**config.mk**
```make
export PLATFORM = sky130hd
export DESIGN_NAME = capture_top
export DESIGN_NICKNAME = d
export VERILOG_FILES = /design/src/source/capture_pkg.sv /design/src/source/spi_target.sv /design/src/source/spi_command.sv /design/src/source/digitizer.sv /design/src/source/sample_packer.sv /design/src/source/pwm_trim.sv /design/src/source/capture_top.sv
export SDC_FILE = /design/constraint.sdc
export NUM_CORES = 1
export LEC_CHECK = 0
export BUFFER_PORTS_ARGS = -buffer_cell sky130_fd_sc_hd__buf_2
export CAP_MARGIN = 20
export CORE_UTILIZATION = 60
export CTS_CLUSTER_SIZE = 20
export DETAILED_ROUTE_END_ITERATION = 16
export GPL_TIMING_DRIVEN = 0
export PLACE_DENSITY = 0.76
export RECOVER_POWER = 100
export SKIP_CTS_REPAIR_TIMING = 1
export SYNTH_ARGS = -nofsm -noshare
export SYNTH_HDL_FRONTEND = slang
export SYNTH_SLANG_ARGS = --single-unit
```
**constraint.sdc**
```tcl
create_clock -name clk -period 4.4 [get_ports clk]
set_input_delay 0.66 -clock clk [delete_from_list [all_inputs] [get_ports clk]]
set_output_delay 0.66 -clock clk [all_outputs]
set_load 0.005 [all_outputs]
```
**src/source/capture_pkg.sv**
```systemverilog
`default_nettype none

package capture_pkg;

    // Command opcodes, sent as the first byte of an SPI frame
    typedef enum logic [7:0] {
        CMD_PARAM  = 8'h55, // Write PWM trim duty
        CMD_ECHO   = 8'h56, // Echo data bytes back
        CMD_STREAM = 8'h57, // Freeze capture and read the FIFO
        CMD_MODE   = 8'h58  // Write sample mode from bit 7
    } cmd_e;

    typedef enum logic {
        CMD_IDLE = 1'b0, // Next byte is a command
        CMD_DATA = 1'b1  // Next bytes are data for the stored command
    } cmd_state_e;

    // Bytes held by the sample FIFO
    localparam int FIFO_DEPTH = 16;

    // Clocks between samples in mode 1
    localparam int DECIM = 8;

    // Flops in front of every asynchronous input
    localparam int SYNC_STAGES = 2;

endpackage

`default_nettype wire

```
**src/source/spi_target.sv**
```systemverilog
`timescale 1ns/1ps
`default_nettype none

module spi_target (
    input  logic       clk,
    input  logic       i_reset,
    input  logic       i_spi_sck,
    input  logic       i_spi_cs_n,
    input  logic       i_spi_mosi,
    output logic       o_spi_miso,
    output logic       o_rx_valid,
    output logic [7:0] o_rx_byte,
    input  logic [7:0] i_tx_byte
);

    localparam int NS = capture_pkg::SYNC_STAGES;

    logic [NS-1:0] sck_sync;
    logic [NS-1:0] cs_sync;
    logic [NS-1:0] mosi_sync;
    logic          sck_d;
    logic          sck_s;
    logic          cs_s;
    logic          mosi_s;
    logic          sck_rise;
    logic          sck_fall;
    logic [2:0]    bit_cnt;
    logic [6:0]    rx_shift;
    logic [7:0]    tx_shift;
    logic          tx_load;

    always_ff @(posedge clk) begin
        if (i_reset) begin
            sck_sync  <= '0;
            cs_sync   <= '1; // Idle with chip select released
            mosi_sync <= '0;
            sck_d     <= 1'b0;
        end else begin
            sck_sync  <= {sck_sync[NS-2:0], i_spi_sck};
            cs_sync   <= {cs_sync[NS-2:0], i_spi_cs_n};
            mosi_sync <= {mosi_sync[NS-2:0], i_spi_mosi};
            sck_d     <= sck_s;
        end
    end

    assign sck_s    = sck_sync[NS-1];
    assign cs_s     = cs_sync[NS-1];
    assign mosi_s   = mosi_sync[NS-1];
    assign sck_rise = sck_s & ~sck_d;
    assign sck_fall = ~sck_s & sck_d;

    // The response is taken one clock after rx_valid, when the decoder has registered it
    always_ff @(posedge clk) begin
        if (i_reset) begin
            bit_cnt    <= 3'd0;
            o_rx_valid <= 1'b0;
            tx_load    <= 1'b0;
            tx_shift   <= 8'h00;
        end else begin
            o_rx_valid <= 1'b0;
            tx_load    <= o_rx_valid;
            if (cs_s) begin
                bit_cnt  <= 3'd0;
                tx_shift <= 8'h00; // Holds MISO low between frames
            end else begin
                if (sck_rise) begin
                    rx_shift <= {rx_shift[5:0], mosi_s};
                    bit_cnt  <= bit_cnt + 3'd1;
                    if (bit_cnt == 3'd7) begin
                        o_rx_valid <= 1'b1;
                        o_rx_byte  <= {rx_shift, mosi_s};
                    end
                end
                if (tx_load) begin
                    tx_shift <= i_tx_byte;
                end else if (sck_fall && bit_cnt != 3'd0) begin
                    tx_shift <= {tx_shift[6:0], 1'b0}; // No shift on the fall that ends a byte
                end
            end
        end
    end

    assign o_spi_miso = tx_shift[7];

endmodule

`default_nettype wire

```
**src/source/spi_command.sv**
```systemverilog
`timescale 1ns/1ps
`default_nettype none

module spi_command (
    input  logic       clk,
    input  logic       i_reset,
    input  logic       i_cs_n,
    input  logic       i_rx_valid,
    input  logic [7:0] i_rx_byte,
    output logic [7:0] o_tx_byte,
    input  logic [7:0] i_head_byte,
    output logic       o_pause,
    output logic       o_pop,
    output logic       o_mode,
    output logic [7:0] o_duty
);

    localparam int NS = capture_pkg::SYNC_STAGES;

    logic [NS-1:0]           cs_sync;
    logic                    cs_s;
    capture_pkg::cmd_state_e state;
    capture_pkg::cmd_e       addr;
    logic [7:0]              echo;

    always_ff @(posedge clk) begin
        if (i_reset) begin
            cs_sync <= '1;
        end else begin
            cs_sync <= {cs_sync[NS-2:0], i_cs_n};
        end
    end

    assign cs_s = cs_sync[NS-1];

    always_ff @(posedge clk) begin
        if (i_reset) begin
            state   <= capture_pkg::CMD_IDLE;
            o_pause <= 1'b0;
            o_pop   <= 1'b0;
            o_duty  <= 8'h00;
            o_mode  <= 1'b0;
            echo    <= 8'h00;
        end else begin
            o_pop <= 1'b0;
            if (cs_s) begin
                state   <= capture_pkg::CMD_IDLE; // End of frame
                o_pause <= 1'b0;
            end else if (i_rx_valid) begin
                if (state == capture_pkg::CMD_IDLE) begin
                    addr  <= capture_pkg::cmd_e'(i_rx_byte);
                    state <= capture_pkg::CMD_DATA;
                    if (i_rx_byte == capture_pkg::CMD_STREAM) begin
                        o_pause <= 1'b1; // Freeze the FIFO before it is read
                    end
                end else begin
                    case (addr)
                        capture_pkg::CMD_PARAM: begin
                            o_duty <= i_rx_byte;
                            state  <= capture_pkg::CMD_IDLE;
                        end
                        capture_pkg::CMD_MODE: begin
                            o_mode <= i_rx_byte[7];
                            state  <= capture_pkg::CMD_IDLE;
                        end
                        capture_pkg::CMD_ECHO: begin
                            echo <= i_rx_byte;
                        end
                        capture_pkg::CMD_STREAM: begin
                            echo  <= i_head_byte; // Reads 0x00 once the FIFO is empty
                            o_pop <= 1'b1;
                        end
                        default: begin
                            state <= capture_pkg::CMD_IDLE;
                        end
                    endcase
                end
            end
        end
    end

    assign o_tx_byte = echo;

endmodule

`default_nettype wire

```
**src/source/digitizer.sv**
```systemverilog
`timescale 1ns/1ps
`default_nettype none

module digitizer (
    input  logic clk,
    input  logic i_reset,
    input  logic i_comp,
    input  logic i_mode,
    output logic o_sample_valid,
    output logic o_sample_bit
);

    localparam int NS = capture_pkg::SYNC_STAGES;
    localparam int DW = $clog2(capture_pkg::DECIM);

    logic [NS-1:0] comp_sync;
    logic [DW-1:0] dec_cnt;

    always_ff @(posedge clk) begin
        if (i_reset) begin
            dec_cnt <= '0;
        end else if (dec_cnt == DW'(capture_pkg::DECIM - 1)) begin
            dec_cnt <= '0;
        end else begin
            dec_cnt <= dec_cnt + 1'b1;
        end
    end

    always_ff @(posedge clk) begin
        comp_sync <= {comp_sync[NS-2:0], i_comp};
    end

    assign o_sample_bit   = comp_sync[NS-1];
    assign o_sample_valid = ~i_mode | (dec_cnt == DW'(capture_pkg::DECIM - 1)); // Every clock in mode 0

endmodule

`default_nettype wire

```
**src/source/sample_packer.sv**
```systemverilog
`timescale 1ns/1ps
`default_nettype none

module sample_packer (
    input  logic       clk,
    input  logic       i_reset,
    input  logic       i_sample_valid,
    input  logic       i_sample_bit,
    input  logic       i_pause,
    input  logic       i_pop,
    output logic [7:0] o_head_byte
);

    localparam int DEPTH = capture_pkg::FIFO_DEPTH;
    localparam int AW    = $clog2(DEPTH);

    logic [7:0]    mem [DEPTH];
    logic [AW-1:0] wr_ptr;
    logic [AW-1:0] rd_ptr;
    logic [AW:0]   count;
    logic [2:0]    bit_cnt;
    logic [6:0]    shift;
    logic          take;
    logic          push;
    logic          pull;

    assign take = i_sample_valid & ~i_pause;
    assign push = take && (bit_cnt == 3'd7) && (count != (AW+1)'(DEPTH)); // Full FIFO drops the byte
    assign pull = i_pop && (count != '0);

    always_ff @(posedge clk) begin
        if (i_reset) begin
            bit_cnt <= 3'd0;
        end else if (take) begin
            shift   <= {shift[5:0], i_sample_bit};
            bit_cnt <= bit_cnt + 3'd1;
        end
    end

    always_ff @(posedge clk) begin
        if (push) begin
            mem[wr_ptr] <= {shift, i_sample_bit}; // First sample lands in bit 7
        end
    end

    always_ff @(posedge clk) begin
        if (i_reset) begin
            wr_ptr <= '0;
            rd_ptr <= '0;
            count  <= '0;
        end else begin
            if (push) begin
                wr_ptr <= wr_ptr + 1'b1;
            end
            if (pull) begin
                rd_ptr <= rd_ptr + 1'b1;
            end
            if (push && !pull) begin
                count <= count + 1'b1;
            end else if (pull && !push) begin
                count <= count - 1'b1;
            end
        end
    end

    assign o_head_byte = (count == '0) ? 8'h00 : mem[rd_ptr];

endmodule

`default_nettype wire

```
**src/source/pwm_trim.sv**
```systemverilog
`timescale 1ns/1ps
`default_nettype none

module pwm_trim (
    input  logic       clk,
    input  logic       i_reset,
    input  logic [7:0] i_duty,
    output logic       o_pwm
);

    logic [7:0] cnt;

    always_ff @(posedge clk) begin
        if (i_reset) begin
            cnt   <= 8'h00;
            o_pwm <= 1'b0;
        end else begin
            cnt   <= cnt + 8'd1; // Wraps every 256 clocks
            o_pwm <= (cnt < i_duty);
        end
    end

endmodule

`default_nettype wire

```
**src/source/capture_top.sv**
```systemverilog
`timescale 1ns/1ps
`default_nettype none

module capture_top (
    input  logic clk,
    input  logic i_reset,
    input  logic i_comp,
    input  logic i_spi_sck,
    input  logic i_spi_cs_n,
    input  logic i_spi_mosi,
    output logic o_spi_miso,
    output logic o_pwm
);

    logic       rx_valid;
    logic [7:0] rx_byte;
    logic [7:0] tx_byte;
    logic       pause;
    logic       pop;
    logic [7:0] head_byte;
    logic       mode;
    logic [7:0] duty;
    logic       sample_valid;
    logic       sample_bit;

    spi_target spi_target (
        .clk        (clk),
        .i_reset    (i_reset),
        .i_spi_sck  (i_spi_sck),
        .i_spi_cs_n (i_spi_cs_n),
        .i_spi_mosi (i_spi_mosi),
        .o_spi_miso (o_spi_miso),
        .o_rx_valid (rx_valid),
        .o_rx_byte  (rx_byte),
        .i_tx_byte  (tx_byte)
    );

    spi_command spi_command (
        .clk         (clk),
        .i_reset     (i_reset),
        .i_cs_n      (i_spi_cs_n),
        .i_rx_valid  (rx_valid),
        .i_rx_byte   (rx_byte),
        .o_tx_byte   (tx_byte),
        .i_head_byte (head_byte),
        .o_pause     (pause),
        .o_pop       (pop),
        .o_mode      (mode),
        .o_duty      (duty)
    );

    digitizer digitizer (
        .clk            (clk),
        .i_reset        (i_reset),
        .i_comp         (i_comp),
        .i_mode         (mode),
        .o_sample_valid (sample_valid),
        .o_sample_bit   (sample_bit)
    );

    sample_packer sample_packer (
        .clk            (clk),
        .i_reset        (i_reset),
        .i_sample_valid (sample_valid),
        .i_sample_bit   (sample_bit),
        .i_pause        (pause),
        .i_pop          (pop),
        .o_head_byte    (head_byte)
    );

    pwm_trim pwm_trim (
        .clk     (clk),
        .i_reset (i_reset),
        .i_duty  (duty),
        .o_pwm   (o_pwm)
    );

endmodule

`default_nettype wire

```
Yosys cells after proc, flatten, opt, wreduce, memory -nomap -nowiden
Memory sizes are Yosys's and may differ from the RTL's. A register that Yosys moved wholly into a read port is not among the register bits. Index checks and enable logic that the tools add are counted.

Memories kept: 1. Bits in writable memories: 128. Logic and storage cells: 102. Register bits after elaboration: 102. Input port bits: 6.

Memory list: sample_packer.mem (words 16, width 8, rd ports 1, clocked after Yosys merged registers in 1, wr ports 1, RTL line sample_packer.sv:17) `logic [7:0] mem [DEPTH];`.

Add/sub/neg operators: 8. Muxes and demuxes: 14. Bitwise logic cells: 14. Eq/ne operators: 9. Order comparisons: 1. Reduce and logical (&&, ||, !) cells: 28.

Operators by type and width (number): $eq A8 B7 Y1 const B (5); $mux W8 (3); $reduce_and A4 Y1 (5); $pmux W8 S2 (1); $mux W5 (2); $not A1 Y1 (10); $add A3 B1 Y3 const B (3); $eq A3 B3 Y1 const B (3); $add A4 B1 Y4 const B (2); $add A8 B1 Y8 const B (1); $lt A8 B8 Y1 (1); $mux W4 (2); $reduce_or A2 Y1 (4); $logic_and A1 B1 Y1 (6); $mux W1 (6); $reduce_and A3 Y1 (2); $reduce_bool A2 Y1 (3); $add A5 B1 Y5 const B (1); $logic_not A5 Y1 (1); $ne A5 B5 Y1 const B (1); $reduce_bool A5 Y1 (1); $sub A5 B1 Y5 const B (1); $reduce_or A4 Y1 (1); $and A1 B1 Y1 (3); 5 further kinds (6).

Depth between registers and ports, before layout
Gate-level depths: netlist (run 1).

Word-level depth: 9. Depth in mapped cells: 12.

Cells and area by module
From an unflattened synthesis (run 1), not the netlist that was laid out.

Cell total of the unflattened synthesis: 620. Area total of the unflattened synthesis: 9529.1 um^2.

Modules (own cells, without submodules): sample_packer (area each 6252.2 um^2, sequential area each 4454.3 um^2, times used 1, cells each 337); spi_command (area each 1365.1 um^2, sequential area each 680.7 um^2, times used 1, cells each 116); spi_target (area each 1261.2 um^2, sequential area each 850.8 um^2, times used 1, cells each 100); pwm_trim (area each 499.2 um^2, sequential area each 180.2 um^2, times used 1, cells each 56); digitizer (area each 151.4 um^2, sequential area each 100.1 um^2, times used 1, cells each 11).

Least setup slack after synthesis (run 1)
No wires, ideal clock.

Path kind: reg2reg. From: register digitizer.dec_cnt[0]. To: register sample_packer.count[4]. Period minus slack after synthesis: 3.140 ns. Path slack: 1.260 ns. Arrival time: 3.020 ns. Library setup time: 0.121 ns. Stages on the path, launching flop included: 13. Data required time: 4.279 ns. Path through: dfxtp_1 -> ha_1 -> ha_1 -> nor2b_1 -> a2111oi_4 -> ha_1 -> inv_1 -> ha_1 -> nor2b_1 -> o21a_1 -> or3_1 -> a21oi_1 -> mux2_2.

Word-level cells in the longest chain between the ends: 8.

RTL lines: start, declared (RTL line digitizer.sv:17) `logic [DW-1:0] dec_cnt;`; start signal, assigned (RTL line digitizer.sv:25) `dec_cnt <= dec_cnt + 1'b1;`; $eq A3 B3 Y1 * (RTL line digitizer.sv:34) `assign o_sample_valid = ~i_mode | (dec_cnt == DW'(capture_pkg::DECIM - 1));`; $or A1 B1 Y1 * (RTL line digitizer.sv:34); $and A1 B1 Y1 * (RTL line sample_packer.sv:27) `assign take = i_sample_valid & ~i_pause;`; $logic_and A1 B1 Y1 * (2 in a row) (RTL line sample_packer.sv:28) `assign push = take && (bit_cnt == 3'd7) && (count != (AW+1)'(DEPTH));`; named net sample_packer.push (RTL line sample_packer.sv:24) `logic push;`; $logic_not A1 Y1 (RTL line sample_packer.sv:60) `end else if (pull && !push) begin`; $logic_and A1 B1 Y1 (RTL line sample_packer.sv:60); $reduce_bool A2 Y1 (no source line); end signal, assigned (RTL line sample_packer.sv:59) `count <= count + 1'b1;`; end signal, assigned (RTL line sample_packer.sv:61) `count <= count - 1'b1;`; end, declared (RTL line sample_packer.sv:20) `logic [AW:0] count;`.

The timed path passes the listed nets; every way through them passes the cells marked *. A chain may end at the register's enable or synchronous reset.

Worst setup path after layout (run 1)
Same ends and word-level chain as after synthesis.

==> impl.org, run 1 <==
** Synthesis
- Largest family of logic cells by synthesized area :: multiplexers
- Cell area after synthesis :: 9145 µm²
- Mapped Cells :: 578
- Fraction of synthesis flops using an asynchronous set or reset pin :: 0%
- Multiplexer area fraction after synthesis :: 13.68%
- For this run, the leading register cell type out of synthesis is sky130_fd_sc_hd__edfxtp_1.
- Commonest cells post-synth :: sky130_fd_sc_hd__edfxtp_1, sky130_fd_sc_hd__dfxtp_1, sky130_fd_sc_hd__nor2_1
- Cell types occupying the most area after synthesis :: sky130_fd_sc_hd__edfxtp_1, sky130_fd_sc_hd__dfxtp_1, sky130_fd_sc_hd__mux4_1, sky130_fd_sc_hd__mux4_2, sky130_fd_sc_hd__ha_1
- Summing the sequential cell areas from Yosys gives 68.08% of the chip area.
- A synthesized cell averages 15.82 µm².
- Most common cell in the synthesized netlist :: sky130_fd_sc_hd__edfxtp_1
- Share of synthesized cell area in and, or, nand and nor gates :: between 7 and 8%
- The number of different library cells used by synthesis comes to 46.
- In this run the biggest area consumer among cell types represents roughly half of the synthesized area.
- Flop and latch count out of synthesis :: 232
- Adder-cell share of the synthesized area :: 3.503%
- The synthesized netlist devotes 3.297% of its cell area to compound gates.
- Yosys mapped a number of flops with a built-in enable equal to 158.
- Synth Warn # :: 0
- The synthesized netlist devotes 1.532% of its cell area to XOR and XNOR gates.
- Net count after synthesis :: 609
- Dominant cell type by area after synthesis :: sky130_fd_sc_hd__edfxtp_1

** Critical path
- Traced cell by cell, the critical path runs through ha_1 -> ha_1 -> nor2b_1 -> a2111oi_4 -> ha_1 -> inv_1 -> ha_1 -> nor2b_1 -> o21a_1 -> or3_1 -> a21oi_1 -> mux2_2.
- R2R Path Start :: digitizer.dec_cnt[0]
- The worst setup path is captured at a flop.
- Worst path max stage delay :: 630 ps
- The critical path is of the reg -> reg type.
- Type of origin of the critical path :: flop
- Crit Reg-Reg Endpoint :: sample_packer.count[4]
- CP Max Fanout :: 9
- On the critical path, the stage with the largest delay is an instance of sky130_fd_sc_hd__a2111oi_4.
- Slack of the worst reg-to-reg path :: roughly 840 ps
- Most frequent cell on the critical path :: sky130_fd_sc_hd__ha_1
- Worst-case reg-to-reg path depth :: 12
- Data on the critical path is required at its endpoint by 4800 ps.
- Worst endpoint data arrival time :: 3950 ps

** Global route
- Global-route wire length before repair :: 26,580 µm
- Pin count of the biggest net entering global routing :: 18
- Number of antenna violations at the first check in global routing :: 0
- For this run the aggregate overflow at the end of global routing stands at 0.
- Via count of the first global-routing pass :: 4,930
- Gr usage total :: 22.14%

** CTS
- CTS placed an instance of sky130_fd_sc_hd__clkbuf_16 at the clock tree root.
- Clock-pin slew was measured on the worst setup and hold paths at 60 ps.
- In this run, CTS created clock tree buffers numbering 23.
- # clock sinks :: 232
- CTS built an H-tree with a depth of 1.
- Clock latency on the worst-skew pair :: 520 ps
- CTS tree :: built
- Number of buffers on the longest clock path :: 3

** Power and ir drop
- Across the VDD grid, the largest voltage drop is about 0.00042 V.
- Post-route total power :: 4550 µW
- Leakage power total :: 0.003520 µW
- Power spread over the standard cell area amounts to 443.5 nW/µm².

** Placed design
- Detailed placement finished with a half-perimeter wire length of 10,900 µm.
- Routability-driven placement finished with a final weighted congestion of 0.8340.
- During placement, the flow inserted port buffers numbering 7.

** Die
- Pin placement for this block handled 8 I/O pins.
- Chip Height :: around 130 µm
- The floorplan step defined a die boundary enclosing 15,740 µm².
- Die span in x :: 125.5 µm
- Area of the core region :: 14,700 µm²
- Once the floorplan was initialized, standard cells occupied 62.21% of the core.
- Row generation in the floorplan step produced 44 rows.

** Route
- The detail route stage leaves a number of antenna-violating nets equal to 0.
- Using the TritonRoute via totals, the vias-per-cell ratio works out to 5.887.
- Number of DRC violations after detailed-routing iteration 0 :: 248
- Average detailed-routed wire length per instance :: 20.50 µm
- Routed wire length :: between 15,000 and 20,000 µm
- Initial DRT Pass Iterations :: 13
- Routed via count :: 4,804
- For this run, design rule violations remaining after detail routing come to 2.

** STA
- The max-slew violation count was 0.
- Worst slew margin :: 41.73%
- Post-route worst hold slack :: 245.8 ps
- Across the routed clock network, the largest skew measured is 15.30 ps.
- Unrepaired setup endpoints after global routing :: no
- Achievable Freq :: 281.3 MHz
- Portion of the clock cycle consumed by the worst path in the final layout :: 80.81%
- Slew at the pin closest to its max-slew limit :: ~870 ps
- The number of failing hold endpoints at the final stage is 0.
- Setup violations remaining at the end of the flow were counted as 0.
- The worst path in the final design needs a cycle of between 3000 and 4000 ps, including I/O delays and setup.
- After routing, the total negative slack on setup checks comes to 0 ps.

** Cells and area
- Registers take approximately 6200 µm².
- Fraction of final layout cells with drive strength greater than 1 :: 14.56%
- The multi-input combinational cells in the finished layout cover a total of 2726 µm².
- Antenna diode count :: 0
- The net count of the finished layout is around 650.
- Layout area overhead :: 12.19%
- Filler instances :: about 960

** Run status
- Violations in the final reports :: design-rule violations
- Result of the run :: finished with violations

** Hold path
- Hold endpoint :: digitizer.comp_sync[0]
- The worst hold path begins at i_comp.
- The min-delay analysis places its worst path in the category in -> reg.
- Along the worst hold path, the cell count comes to 1.

** Run
- Across the run, the number of max-cap violations was 0.
layer usage:
layer | vias to the layer above | track usage [%] | routed length (µm)
met5 | - | 0 | 0
met3 | 29 | 4.322 | 732
met1 | 2422 | 29.50 | 7267
met2 | 102 | 37.78 | 8424
met4 | 0 | 5.308 | 308
li1 | 2251 | - | -
placed cells by master, fill, tap and decap left out, drive strengths merged, types with 4 or more instances in the layout:
master / instances
nor2: 65
mux2: 24
buf: 12
clkinv: 8
edfxtp: 158
dfxtp: 74
bufinv: 6
ha: 24
xnor2: 7
nand2b: 4
nor2b: 12
clkbuf: 47
nor3: 11
and3: 4
xor2: 9
a21oi: 13
nor4: 4
inv: 19
nand2: 22
o21bai: 4
mux2i: 20
a221oi: 8
nand3: 6
mux4: 32
a211oi: 5
metrics by stage:
stage | std cells | instance area [µm²] | util [%] | worst slack (ps)
6_report | 816 | 10260 | 69.80 | 844.5
5_1_grt | 816 | 10260 | 69.80 | 554.3
4_1_cts | 815 | 10280 | 69.93 | 873.4
3_5_place_dp | 773 | 9440 | 64.22 | 892.6
3_3_place_gp | 769 | 9410 | 64.02 | 1025
2_1_floorplan | 578 | 9145 | - | 1260
worst max-delay path, delay by kind of cell (launching register included):
kind | cells | cell delay [ps]
AOI/OAI and AO/OA | 3 | 980
adders and majority gates | 4 | 1070
buffers and inverters | 1 | 120
DFF | 1 | 350
muxes | 1 | 350
and+or+nand+nor | 3 | 580
kinds of logic (layout without fill, tap and decap cells):
family,count (synthesis),in the layout
compound gates,41,41
buf+inv,41,95
xor+xnor,16,16
mux,76,76
simple gates,147,147
flops,232,232
fa+ha+maj,25,25
worst max path at each step:
stage	endpoint	from	slack, ps
after floorplan	sample_packer.count[4]	digitizer.dec_cnt[0]	1260
after global placement	sample_packer.count[4]	digitizer.dec_cnt[0]	1030
after detailed placement	sample_packer.count[4]	digitizer.dec_cnt[0]	890
after CTS	sample_packer.count[4]	digitizer.dec_cnt[0]	870
after global routing	sample_packer.count[4]	digitizer.dec_cnt[0]	550
final	sample_packer.count[4]	digitizer.dec_cnt[0]	840
layout make-up:
type	count	area share, %
sequential	232	60.68
multi-input combinational	305	26.57
clock buffer	25	5.683
clock inverter	17	2.488
tap	184	2.244
buffer	22	1.122
inverter	19	0.6951
timing repair buffer	12	0.5122
report_power, final:
part           switching [µW]  internal (µW)  total [µW]
registers                26.8           2340        2370
logic                    26.0           20.5        46.5
clock network             816           1320        2140
flip-flops by register name, indices dropped and copies added, names as in the netlist, 4 cells and up, named ones only:
name	cells
sample_packer.shift	7
sample_packer.count	5
spi_command.o_duty	8
pwm_trim.cnt	8
spi_command.o_tx_byte	8
sample_packer.rd_ptr	4
spi_target.tx_shift	8
sample_packer.mem	128
spi_target.rx_shift	7
spi_target.o_rx_byte	8
spi_command.addr	8
sample_packer.wr_ptr	4
No activity file was read; power rests on OpenSTA's default activity.
==> inputs of run 2 (changes only) <==
==> constraint.sdc (replaced) <==
create_clock -name clk -period 3.4 [get_ports clk]
set_input_delay 0.51 -clock clk [delete_from_list [all_inputs] [get_ports clk]]
set_output_delay 0.51 -clock clk [all_outputs]
set_load 0.005 [all_outputs]
==> run 2 against run 1 <==
Utilization grew 0.085 points. Clock power grew 29%. Final cell count increased by 0.12%. Global-route usage did not move. Flip-flop and latch count did not move. Non-clock buffer count rose by 1. Total power rose by 29%. Critical endpoint unchanged. The run still ends with design-rule violations left. Largest power group unchanged. Cell area grew 0.12%. First-iteration DRC count rose by 1.6%. Via count grew 0.17%. Register-to-register slack lost 590 ps. Largest cell class unchanged. Worst setup slack lost 590 ps.
==> impl.org, run 2 (synthesized netlist as in run 1, its figures left out) <==
** Run status
- The flow ran to the end, but the final reports show violations.
- Violations in the final reports :: design-rule violations

** STA
- Worst slew margin :: 41.84% (+0.11 points)
- Final-report max-slew violation count :: 0 (unchanged)
- The count of final setup violators is 0 (unchanged).
- Slew at the pin closest to its max-slew limit :: 865.7 ps (-1.585 ps)
- Fin crit period :: 3143 ps (-412.9 ps)
- Final count of hold timing violations :: 0 (unchanged)
- The share of the cycle needed by the critical path after routing was 92.43% (+12 points).
- Final Worst Setup Slack :: 257.4 ps (-587.1 ps)
- The maximum clock skew at final layout was 14.84 ps (-0.4613 ps).
- Setup repair after global routing left no endpoint under its margin.
- The upper clock frequency limit was 318.2 MHz (+13%).

** Route
- The number of iterations in the first detailed-routing pass came to 13 (unchanged).
- The remaining design rule violation count was 2 (unchanged).
- The number of vias after detailed routing is 4,812 (+0.17%).
- Routed wire length :: 16,720 µm (about the same)
- The number of vias per cell was 5.890 (about the same).
- The count of antenna-violating nets left after detailed routing was 0 (unchanged).
- The violation count after the first detailed-route iteration was 252 (+1.6%).
- The average routed wire per standard cell is 20.47 µm (-0.18%).

** Critical path
- Critical path required time :: 3800 ps (-1000 ps)
- STA classifies the critical path startpoint as a flop.
- The critical path is of the reg -> reg type.
- Crit end category :: flop
- The arrival time reported for the critical path endpoint is 3540 ps (-410 ps).
- CP Max Fanout :: 5 (-4)

** Power and ir drop
- The sequential power share was 52.0% (about the same).
- Internal power consumption :: 4764 µW (+29%)
- Maximum ir drop on the vdd rail :: 0.0005425 V (+29%)
- The switching portion of total power was 19.11% (about the same).
- The net switching power came to 1125 µW (+30%).
- Part of the power in combinational logic :: 1.0% (about the same)
- The power density over cell area came to 573.4 nW/µm² (+29%).
- Power share of the clock group :: 47.0% (about the same)
- The leakage component of the power is 0.003521 µW (about the same).

** CTS
- Number of buffers inserted during clock tree synthesis :: 23 (unchanged)
- Clk root buf :: sky130_fd_sc_hd__clkbuf_16
- The buffer depth of the longest clock path came to 3 (unchanged).
- Total number of H-tree levels :: 1 (unchanged)
- Clock latency on the worst-skew pair :: 520 ps (about the same)
- CTS tree :: built
- The clock-pin slew reported for the worst setup and hold paths after clock tree synthesis is 60 ps (about the same).
- The count of clock tree sinks is 232 (unchanged).

** Global route
- Via count of the first global-routing pass :: 4,930 (unchanged)
- The global-route total usage across every layer came to 22.14% (unchanged).
- Global-route wire length before repair :: 26,580 µm (unchanged)
- The pin count of the biggest net entering global routing is 18 (unchanged).
- Global-route congestion overflow total :: 0 (unchanged)
- The initial antenna violation count is 0 (unchanged).

** Cells and area
- The total of fill cells in the finished design was 958 (-0.31%).
- The end-of-flow core utilization is 69.88% (+0.085 points).
- The area taken by multi-input logic gates is 2735 µm² (+0.32%).
- Counting flops per register, the top entry is sample_packer.mem.
- Final net count :: 647 (+0.15%)
- The number of flip-flops in the largest register was 128 (unchanged).
- Layout area overhead :: 12.33%
- The register area came to 6226 µm² (unchanged).
- Antenna diode count :: 0 (unchanged)
- The top cell types in the final layout, fill and taps aside, are sky130_fd_sc_hd__edfxtp_1, sky130_fd_sc_hd__dfxtp_1, sky130_fd_sc_hd__nor2_1, sky130_fd_sc_hd__clkbuf_1.
- Commonest non-fill, non-tap cell in the layout :: sky130_fd_sc_hd__edfxtp_1
- Fraction of final layout cells with drive strength greater than 1 :: 14.85% (+0.29 points)

** Die
- Die area :: 15,740 µm² (unchanged)
- Number of top-level pins :: 8 (unchanged)
- The height of the die came to 125.5 µm (unchanged).
- Die span in x :: 125.5 µm (unchanged)
- The standard-cell row count is 44 (unchanged).
- Area of the core region :: 14,700 µm² (unchanged)
- The starting utilization of the core area is 62.21% (unchanged).

** Placed design
- The HPWL reported at the end of detailed placement is 10,900 µm (unchanged).
- The number of buffer cells added on primary ports came to 7 (unchanged).
- Global placer's final weighted congestion :: 0.8340 (unchanged)
- The pre-CTS setup slack came to -107.4 ps (-1000 ps).

** Run
- The max-cap violation count came to 0 (unchanged).

** Hold path
- The min-delay analysis places its worst path in the category in -> reg.
==> run 2: cell count changes in the layout (fill, tap and decap cells not counted), sizes merged <==
cell and change:
clkbuf +1
==> run 2: worst paths after layout <==
path                                  to  slack (ps)  cells past startpoint                    from
hold reg to reg   digitizer.comp_sync[1]         330                      0  digitizer.comp_sync[0]
setup reg to reg  sample_packer.count[4]         260                     11  sample_packer.count[0]
hold / removal    digitizer.comp_sync[0]         100                      1                  i_comp
setup / recovery  sample_packer.count[4]         260                     11  sample_packer.count[0]
==> run 2: cell type report <==
cell class | count | share of cell area (%)
Sequential cell | 232 | 60.61
Multi-Input combinational cell | 305 | 26.63
Clock buffer | 25 | 5.676
Clock inverter | 17 | 2.485
Tap cell | 184 | 2.241
Buffer | 22 | 1.121
Inverter | 19 | 0.6943
Timing Repair Buffer | 13 | 0.5481
==> run 2: stage by stage <==
stage / instances / power, µW / setup TNS (ps) / instance area [µm²] / hold WS (ps)
2_1_floorplan: 578 / 3151 / 0 / 9145 / 309.6
3_3_place_gp: 769 / 3177 / 0 / 9410 / 313.7
3_5_place_dp: 773 / 3185 / -107.4 / 9440 / 319.3
4_1_cts: 815 / 5925 / -126.6 / 10280 / 74.99
5_1_grt: 817 / 6045 / 0 / 10270 / 75.03
6_report: 817 / 5890 / 0 / 10270 / 95.87
==> run 2: per-layer routing <==
layer | global-route usage (%) | share of wire (%) | vias up
met5 | 0 | 0 | -
met4 | 5.308 | 1.8 | 0
met3 | 4.322 | 4.1 | 27
met2 | 37.78 | 50 | 104
met1 | 29.50 | 44 | 2427
li1 | - | - | 2254
==> run 2: critical path, cell delays in order (launching register included) <==
cell and delay, ps:
sky130_fd_sc_hd__dfxtp_1 360, sky130_fd_sc_hd__nor4_2 470, sky130_fd_sc_hd__a21boi_1 250, sky130_fd_sc_hd__inv_1 140, sky130_fd_sc_hd__ha_2 230, sky130_fd_sc_hd__inv_1 100, sky130_fd_sc_hd__ha_1 340, sky130_fd_sc_hd__nor2b_1 150
sky130_fd_sc_hd__o21a_1 170, sky130_fd_sc_hd__or3_1 300, sky130_fd_sc_hd__a21oi_1 170, sky130_fd_sc_hd__mux2_2 350
==> run 2: power groups by stage <==
stage | clock network, µW | registers (µW) | logic (µW)
detailed placement | 0 | 3120 | 61.3
floorplan | 0 | 3110 | 43.1
CTS | 2800 | 3060 | 61.6
global placement | 0 | 3120 | 57.7
global route | 2910 | 3070 | 70.6
finish | 2770 | 3060 | 60.5
